## src/common/bch_pkg.sv

```systemverilog
`default_nettype none

package bch_pkg;

	//==================================================
	// field and code sizes
	//==================================================
	parameter int GF_M = 6;                            // GF(2^6)
	parameter int CODE_N = 63;                         // 2^GF_M - 1
	parameter logic [GF_M:0] PRIM_POLY = 7'b100_0011;  // x^6 + x + 1

	typedef logic [GF_M-1:0] gf_elem_t;
	typedef logic [5:0] loc_t;                         // bit position 0 .. 62

	// error locator scaled by S1, degree as predicted from the syndromes
	typedef struct packed {
		gf_elem_t c0;
		gf_elem_t c1;
		gf_elem_t c2;
		logic [1:0] degree;
	} locator_t;

	//==================================================
	// field arithmetic
	//==================================================
	// one multiply by alpha
	function automatic gf_elem_t gf_xtime(input gf_elem_t a);
		gf_elem_t r;
		r = {a[GF_M-2:0], 1'b0};
		if (a[GF_M-1]) begin
			r = r ^ PRIM_POLY[GF_M-1:0];  // reduce x^6 -> x + 1
		end
		return r;
	endfunction

	// shift and add, reduced every step
	function automatic gf_elem_t gf_mul(input gf_elem_t a, input gf_elem_t b);
		gf_elem_t acc;
		gf_elem_t sh;
		acc = '0;
		sh = a;
		for (int i = 0; i < GF_M; i++) begin
			if (b[i]) begin
				acc = acc ^ sh;
			end
			sh = gf_xtime(sh);
		end
		return acc;
	endfunction

	// alpha^e, negative exponents wrap around the field order
	function automatic gf_elem_t gf_pow(input int e);
		int k;
		gf_elem_t r;
		k = e % CODE_N;
		if (k < 0) begin
			k = k + CODE_N;
		end
		r = gf_elem_t'(1);
		for (int i = 0; i < k; i++) begin
			r = gf_xtime(r);
		end
		return r;
	endfunction

endpackage

`default_nettype wire

```

## src/rtl/bch_control.sv

```systemverilog
`timescale 1ns/10ps
`default_nettype none

module bch_control #(
	parameter int BEAT_W = 8
) (
	input  wire logic i_clk,
	input  wire logic i_rst_n,
	input  wire logic i_set,
	input  wire logic i_finish,
	output logic      o_ready,
	output logic      o_syn_clear,
	output logic      o_syn_en,
	output logic      o_syn_valid
);

	localparam int NUM_BEATS = 64 / BEAT_W;                       // beats per codeword
	localparam int CNT_W = (NUM_BEATS > 1) ? $clog2(NUM_BEATS) : 1;
	localparam logic [CNT_W-1:0] LAST_BEAT = CNT_W'(NUM_BEATS - 1);

	logic             ready_q;
	logic             beat_active;   // beats 1 .. NUM_BEATS-1
	logic [CNT_W-1:0] beat_cnt;
	logic             syn_valid_q;
	logic             accept;
	logic             last_beat;

	assign accept = i_set & ready_q;  // beat 0 is on i_data now
	assign last_beat = (accept && (NUM_BEATS == 1)) || (beat_active && (beat_cnt == LAST_BEAT));

	always_ff @(posedge i_clk or negedge i_rst_n) begin
		if (!i_rst_n) begin
			ready_q <= 1'b1;
			beat_active <= 1'b0;
			beat_cnt <= '0;
			syn_valid_q <= 1'b0;
		end else begin
			syn_valid_q <= last_beat;  // syndromes settle one cycle later
			if (accept) begin
				ready_q <= 1'b0;
			end else if (i_finish) begin
				ready_q <= 1'b1;
			end
			if (accept && (NUM_BEATS > 1)) begin
				beat_active <= 1'b1;
				beat_cnt <= CNT_W'(1);
			end else if (beat_active) begin
				if (beat_cnt == LAST_BEAT) begin
					beat_active <= 1'b0;
				end
				beat_cnt <= beat_cnt + 1'b1;
			end
		end
	end

	assign o_ready = ready_q;
	assign o_syn_clear = accept;
	assign o_syn_en = accept | beat_active;
	assign o_syn_valid = syn_valid_q;

	// no beat is taken in while waiting for a block
	a_no_en_idle: assert property (@(posedge i_clk) disable iff (!i_rst_n)
		ready_q && !accept |-> !o_syn_en);

	// the syndrome strobe follows acceptance after a full codeword
	a_syn_valid_time: assert property (@(posedge i_clk) disable iff (!i_rst_n)
		accept |-> ##NUM_BEATS o_syn_valid);

endmodule

`default_nettype wire

```

## src/syndrome/syndrome_accum.sv

```systemverilog
`timescale 1ns/10ps
`default_nettype none

module syndrome_accum import bch_pkg::*; #(
	parameter int BEAT_W = 8,
	parameter int POWER = 1                   // odd syndrome index
) (
	input  wire logic              i_clk,
	input  wire logic              i_rst_n,
	input  wire logic              i_clear,
	input  wire logic              i_en,
	input  wire logic [BEAT_W-1:0] i_data,
	output gf_elem_t               o_syndrome
);

	// running value moves up by one whole beat of positions
	localparam gf_elem_t STEP = gf_pow(POWER * BEAT_W);

	gf_elem_t [BEAT_W-1:0] term;
	gf_elem_t              beat_sum;
	gf_elem_t              base;
	gf_elem_t              syn_q;

	//==================================================
	// per-bit weights alpha^(POWER*i)
	//==================================================
	for (genvar g = 0; g < BEAT_W; g++) begin : g_term
		localparam gf_elem_t WEIGHT = gf_pow(POWER * g);
		assign term[g] = i_data[g] ? WEIGHT : '0;
	end

	always_comb begin
		beat_sum = '0;
		for (int i = 0; i < BEAT_W; i++) begin
			beat_sum = beat_sum ^ term[i];
		end
	end

	// Horner step, a clear beat starts from zero
	assign base = i_clear ? '0 : gf_mul(syn_q, STEP);

	always_ff @(posedge i_clk or negedge i_rst_n) begin
		if (!i_rst_n) begin
			syn_q <= '0;
		end else if (i_en) begin
			syn_q <= base ^ beat_sum;
		end
	end

	assign o_syndrome = syn_q;

endmodule

`default_nettype wire

```

## src/rtl/key_equation.sv

```systemverilog
`timescale 1ns/10ps
`default_nettype none

module key_equation import bch_pkg::*; (
	input  wire logic     i_clk,
	input  wire logic     i_rst_n,
	input  wire gf_elem_t i_s1,
	input  wire gf_elem_t i_s3,
	input  wire logic     i_syn_valid,
	output locator_t      o_locator,
	output logic          o_loc_valid
);

	gf_elem_t s1_sq;
	gf_elem_t s1_cu;
	locator_t loc_d;
	locator_t loc_q;
	logic     valid_q;

	//==================================================
	// t = 2 locator, scaled by S1 to avoid a division
	//==================================================
	assign s1_sq = gf_mul(i_s1, i_s1);
	assign s1_cu = gf_mul(s1_sq, i_s1);

	always_comb begin
		loc_d.c0 = i_s1;
		loc_d.c1 = s1_sq;
		loc_d.c2 = i_s3 ^ s1_cu;
		if ((i_s1 == '0) && (i_s3 == '0)) begin
			loc_d.degree = 2'd0;  // clean word
		end else if ((i_s1 != '0) && (i_s3 == s1_cu)) begin
			loc_d.degree = 2'd1;  // single error
		end else begin
			loc_d.degree = 2'd2;
		end
	end

	always_ff @(posedge i_clk) begin
		if (i_syn_valid) begin
			loc_q <= loc_d;
		end
	end

	always_ff @(posedge i_clk or negedge i_rst_n) begin
		if (!i_rst_n) begin
			valid_q <= 1'b0;
		end else begin
			valid_q <= i_syn_valid;
		end
	end

	assign o_locator = loc_q;
	assign o_loc_valid = valid_q;

endmodule

`default_nettype wire

```

## src/chien_search/chien_search.sv

```systemverilog
`timescale 1ns/10ps
`default_nettype none

module chien_search import bch_pkg::*; (
	input  wire logic     i_clk,
	input  wire logic     i_rst_n,
	input  wire locator_t i_locator,
	input  wire logic     i_loc_valid,
	output loc_t          o_err_loc,
	output logic          o_err_valid,
	output logic          o_finish,
	output logic [1:0]    o_num_err,
	output logic          o_uncorrectable
);

	localparam gf_elem_t ALPHA_INV1 = gf_pow(-1);
	localparam gf_elem_t ALPHA_INV2 = gf_pow(-2);
	localparam loc_t LAST_POS = loc_t'(CODE_N - 1);

	gf_elem_t   term0;
	gf_elem_t   term1;
	gf_elem_t   term2;
	logic [1:0] degree_q;
	logic       scan_active;
	logic       last_q;        // count now includes the last position
	loc_t       pos;
	logic [1:0] cnt_q;
	logic       root;
	logic       err_valid_q;
	loc_t       err_loc_q;
	logic       finish_q;
	logic [1:0] num_err_q;
	logic       uncorr_q;

	// an all-zero locator has no error, not 63 roots
	assign root = scan_active && ((term0 ^ term1 ^ term2) == '0) && (degree_q != 2'd0);

	//==================================================
	// term registers, one position per cycle
	//==================================================
	always_ff @(posedge i_clk) begin
		if (i_loc_valid) begin
			term0 <= i_locator.c0;
			term1 <= i_locator.c1;
			term2 <= i_locator.c2;
			degree_q <= i_locator.degree;
		end else if (scan_active) begin
			term1 <= gf_mul(term1, ALPHA_INV1);  // c1 * alpha^-j
			term2 <= gf_mul(term2, ALPHA_INV2);  // c2 * alpha^-2j
		end
		err_loc_q <= pos;
		if (last_q) begin
			num_err_q <= cnt_q;
			uncorr_q <= (cnt_q != degree_q);
		end
	end

	//==================================================
	// scan control and strobes
	//==================================================
	always_ff @(posedge i_clk or negedge i_rst_n) begin
		if (!i_rst_n) begin
			scan_active <= 1'b0;
			last_q <= 1'b0;
			pos <= '0;
			cnt_q <= '0;
			err_valid_q <= 1'b0;
			finish_q <= 1'b0;
		end else begin
			err_valid_q <= root;
			finish_q <= last_q;
			last_q <= scan_active && (pos == LAST_POS);
			if (i_loc_valid) begin
				scan_active <= 1'b1;
				pos <= '0;
				cnt_q <= '0;
			end else if (scan_active) begin
				if (pos == LAST_POS) begin
					scan_active <= 1'b0;
				end
				pos <= pos + 1'b1;
				cnt_q <= cnt_q + {1'b0, root};  // at most two roots
			end
		end
	end

	assign o_err_loc = err_loc_q;
	assign o_err_valid = err_valid_q;
	assign o_finish = finish_q;
	assign o_num_err = num_err_q;
	assign o_uncorrectable = uncorr_q;

	a_err_not_finish: assert property (@(posedge i_clk) disable iff (!i_rst_n)
		!(o_err_valid && o_finish));

	// one block in flight, a new locator only after the scan has wound down
	a_no_load_mid_scan: assert property (@(posedge i_clk) disable iff (!i_rst_n)
		i_loc_valid |-> !scan_active && !last_q);

endmodule

`default_nettype wire

```

## src/rtl/bch_decoder.sv

```systemverilog
`timescale 1ns/10ps
`default_nettype none

module bch_decoder import bch_pkg::*; #(
	parameter int BEAT_W = 8                   // bits per input beat
) (
	input  wire logic              i_clk,
	input  wire logic              i_rst_n,
	input  wire logic              i_set,
	input  wire logic [BEAT_W-1:0] i_data,
	output logic                   o_ready,
	output loc_t                   o_err_loc,
	output logic                   o_err_valid,
	output logic                   o_finish,
	output logic [1:0]             o_num_err,
	output logic                   o_uncorrectable
);

	logic     syn_clear;
	logic     syn_en;
	logic     syn_valid;
	gf_elem_t syn_s1;
	gf_elem_t syn_s3;
	locator_t locator;
	logic     loc_valid;

	//==================================================
	// control
	//==================================================
	bch_control #(
		.BEAT_W(BEAT_W)
	) u_control (
		.i_clk      (i_clk),
		.i_rst_n    (i_rst_n),
		.i_set      (i_set),
		.i_finish   (o_finish),               // reopens ready
		.o_ready    (o_ready),
		.o_syn_clear(syn_clear),
		.o_syn_en   (syn_en),
		.o_syn_valid(syn_valid)
	);

	//==================================================
	// syndromes S1 and S3
	//==================================================
	syndrome_accum #(
		.BEAT_W(BEAT_W),
		.POWER (1)
	) u_syndrome_s1 (
		.i_clk     (i_clk),
		.i_rst_n   (i_rst_n),
		.i_clear   (syn_clear),
		.i_en      (syn_en),
		.i_data    (i_data),
		.o_syndrome(syn_s1)
	);

	syndrome_accum #(
		.BEAT_W(BEAT_W),
		.POWER (3)
	) u_syndrome_s3 (
		.i_clk     (i_clk),
		.i_rst_n   (i_rst_n),
		.i_clear   (syn_clear),
		.i_en      (syn_en),
		.i_data    (i_data),
		.o_syndrome(syn_s3)
	);

	//==================================================
	// locator and search
	//==================================================
	key_equation u_key_equation (
		.i_clk      (i_clk),
		.i_rst_n    (i_rst_n),
		.i_s1       (syn_s1),
		.i_s3       (syn_s3),
		.i_syn_valid(syn_valid),
		.o_locator  (locator),
		.o_loc_valid(loc_valid)
	);

	chien_search u_chien_search (
		.i_clk          (i_clk),
		.i_rst_n        (i_rst_n),
		.i_locator      (locator),
		.i_loc_valid    (loc_valid),
		.o_err_loc      (o_err_loc),
		.o_err_valid    (o_err_valid),
		.o_finish       (o_finish),
		.o_num_err      (o_num_err),
		.o_uncorrectable(o_uncorrectable)
	);

endmodule

`default_nettype wire

```

## config.mk

```make
export PLATFORM = sky130hd
export DESIGN_NAME = bch_decoder
export DESIGN_NICKNAME = d
export VERILOG_FILES = /design/src/common/bch_pkg.sv /design/src/rtl/bch_control.sv /design/src/syndrome/syndrome_accum.sv /design/src/rtl/key_equation.sv /design/src/chien_search/chien_search.sv /design/src/rtl/bch_decoder.sv
export SDC_FILE = /design/constraint.sdc
export NUM_CORES = 1
export LEC_CHECK = 0
export BUFFER_PORTS_ARGS = -buffer_cell sky130_fd_sc_hd__clkbuf_2
export CORE_MARGIN = 1.5
export CORE_UTILIZATION = 58
export CTS_BUF_LIST = sky130_fd_sc_hd__clkbuf_2
export DETAILED_ROUTE_END_ITERATION = 8
export PLACE_DENSITY_LB_ADDON = 0.3
export SYNTH_ARGS = -nofsm -noshare
export SYNTH_HDL_FRONTEND = slang
export SYNTH_SLANG_ARGS = --single-unit
```

## constraint.sdc

```tcl
create_clock -name i_clk -period 3.32 [get_ports i_clk]
set_input_delay 0.498 -clock i_clk [delete_from_list [all_inputs] [get_ports i_clk]]
set_output_delay 0.498 -clock i_clk [all_outputs]
set_load 0.01 [all_outputs]
```

==> qor.yml <==
status: "finished, final reports clean"
placedCellCount: 579
worstMarginPinSlew_ns: 0.813
synth.ff_latch_count: 80
synth_area_per_cell_um2: 10.8
route.vias.total: 3366
hold_viol: 0
grt_pass1_wl_mm: 15.8
synth_edf_count: 43
skew_ns: 0.0566
ant_nets: 0
post-route-drc-count: 0
drt_iter0_markers: 146
start_kind: "flop"
ys.flop_type: "edfxtp_1"
routabilityCongestion: 0.926
yosys.area.top_type: "edfxtp_1"
die_y_um: 94.0
arrival_ns: 3.55
r2r_cells: 10
core_um2: 7850
yosysWarnings: 0
rsz0062_at_grt: "true"
maxCapViolCount: 0
synth_cell_types: 69
cts_tree: "done"
numClockSinks: 80
io_buffers: 22
layout_setup_ws_ns: 0.0741
path_max_fanout: 8
initial_utilization: 0.611
drt-vias-per-instance: 5.61
setup_violations: 0
multi_input_area_um2: 2540
yosysSeqAreaShare: 0.456
netlist_area_um2: 4800
fin_crit_ns: 3.25
worstPathRequired_ns: 3.63
rows: 32
dr.pass1.iters: 5
hold_path_depth: 2
synth.most_common_cell: "xnor2_1"
pin_count: 23
n_fill_cell: 608
layout-area-overhead-vs-synth_pct: 13.3
wl_mm: 9.93
track_usage: 0.237
routedWlPerCell_um: 16.5
cts-root-buf: "clkbuf_2"
whs_ns: 0.116
max_freq_mhz: 308
clockBufferDepth: 2
fin_crit_sh: 0.978
final_max_slew_viol_count: 0
die_area_um2: 8830
numCtsBuffers: 9
cp-end-kind: "flop"
seqCellArea_um2: 2190
clock_latency_ns: 0.53
synth_nets: 465
critPathKind: "reg -> reg"
grt_pass1_vias: 3201
clk_pin_slew_ns: 0.23
async_reset_ff_frac: 0.388
min_path_type: "in -> reg"
place_hpwl_mm: 7.28
grt_max_degree: 32
place_area_um2: 5200
final_area_um2: 5440
synth_area_leaders: "edfxtp_1 (27%), dfrtp_1 (16%), xnor2_1 (10%)"
final_layout_size_suffix_gt1_frac: 0.255
fin_nets: 515
synthTopCellsByCount: "xnor2_1 (57), edfxtp_1 (43), nand2_1 (41)"
syn-instance-count: 443
yosysTopAreaCellShare: 0.269
die_x_um: 94.0
antenna_found_initial: 0
htree_num_levels: 3
slew-limit-headroom: 0.458
fin_cells: 600
overflow: 0
post-place-ws_ns: -0.110
antenna_cells: 0
==> sequential cells by signal (all words and copies together), names as in the netlist, 2 cells and up <==
register and flops:
u_key_equation.o_locator 20, u_chien_search.o_err_loc 6, u_chien_search.pos 6, u_chien_search.term0 6, u_chien_search.term1 6, u_chien_search.term2 6
u_syndrome_s1.o_syndrome 6, u_syndrome_s3.o_syndrome 6, u_control.beat_cnt 3, u_chien_search.cnt_q 2, u_chien_search.degree_q 2, u_chien_search.o_num_err 2
==> metal layers <==
| layer | vias up | track usage | wire length (um) |
|---|---|---|---|
| li1 | 1657 | - | - |
| met1 | 1610 | 0.309 | 4380 |
| met2 | 88 | 0.405 | 5050 |
| met3 | 11 | 0.0405 | 389 |
| met4 | 0 | 0.0659 | 104 |
| met5 | - | 0 | 0 |
==> cell usage in the layout (no fill, tap or decap), types with 3 or more instances in the layout <==
cell type	count
xnor2_1	54
edfxtp_1	43
nand2_1	41
buf_4	35
clkbuf_2	31
nor2_1	29
dfrtp_1	28
a21oi_1	23
xor2_1	21
o21ai_0	21
inv_1	16
mux2_2	11
nand3_1	10
ha_1	9
mux2i_1	8
nand2b_1	7
o22ai_1	7
xnor2_2	6
dfxtp_1	6
xnor3_1	5
and2_1	4
nand4_1	4
inv_2	3
inv_4	3
a211oi_1	3
a31oi_1	3
inv_6	3
==> kinds of logic (layout without fill, tap and decap cells) <==
logic type | count (synthesis) | in the layout | share of synthesized area
DFF | 80 | 80 | 0.456
xor gates and xnor gates | 91 | 91 | 0.200
muxes | 22 | 22 | 0.0514
AOI/OAI and AO/OA | 86 | 86 | 0.116
and+or+nand+nor | 112 | 112 | 0.110
adders and majority gates | 11 | 11 | 0.0287
buffers and inverters | 41 | 96 | 0.0381
==> repair_timing <==
item | CTS | global route
pin swaps | 1 | 12
resized for setup | 3 | 18
endpoints found under the hold margin | 18 | 0
hold buffers | 1 | 0
buffers inserted | 1 | 3
endpoints found under the setup margin | 1 | 2
==> per-stage QoR <==
stage                util  setup TNS (ns)
floorplan               -               0
global placement    0.662               0
detailed placement  0.662          -0.110
CTS                 0.680               0
global route        0.693         -0.0881
finish              0.693               0
==> final cells by class <==
| class | instances | share of cell area |
|---|---|---|
| clock buffer | 9 | 0.00829 |
| clock inverter | 7 | 0.0108 |
| inverter | 21 | 0.0152 |
| multi-input combinational | 322 | 0.467 |
| sequential | 80 | 0.403 |
| tap | 102 | 0.0235 |
| timing repair buffer | 59 | 0.0725 |
==> critical path: stages (launching register included) <==
cell	delay, ns
dfrtp_2	0.50
ha_4	0.37
nand2_1	0.08
xnor3_2	0.46
and3_4	0.21
a211oi_2	0.17
xor2_1	0.22
xnor2_1	0.16
xnor2_1	0.12
or4_4	0.55
o21a_1	0.20
==> final timing paths <==
path	end	slack, ns	start
min in group asynchronous	u_syndrome_s3.o_syndrome[3]	0.55	i_rst_n
worst min-delay path	u_control.o_ready	0.12	i_set
worst max-delay path	u_key_equation.o_locator[1]	0.07	u_syndrome_s1.o_syndrome[0]
worst min register to register	u_chien_search.term0[0]	0.42	u_key_equation.o_locator[14]
worst max register to register	u_key_equation.o_locator[1]	0.07	u_syndrome_s1.o_syndrome[0]
max in group asynchronous	u_syndrome_s1.o_syndrome[0]	2.19	i_rst_n
Power is not shown: default switching activity piles up to over one toggle a cycle in this logic, so the estimate is an artifact.
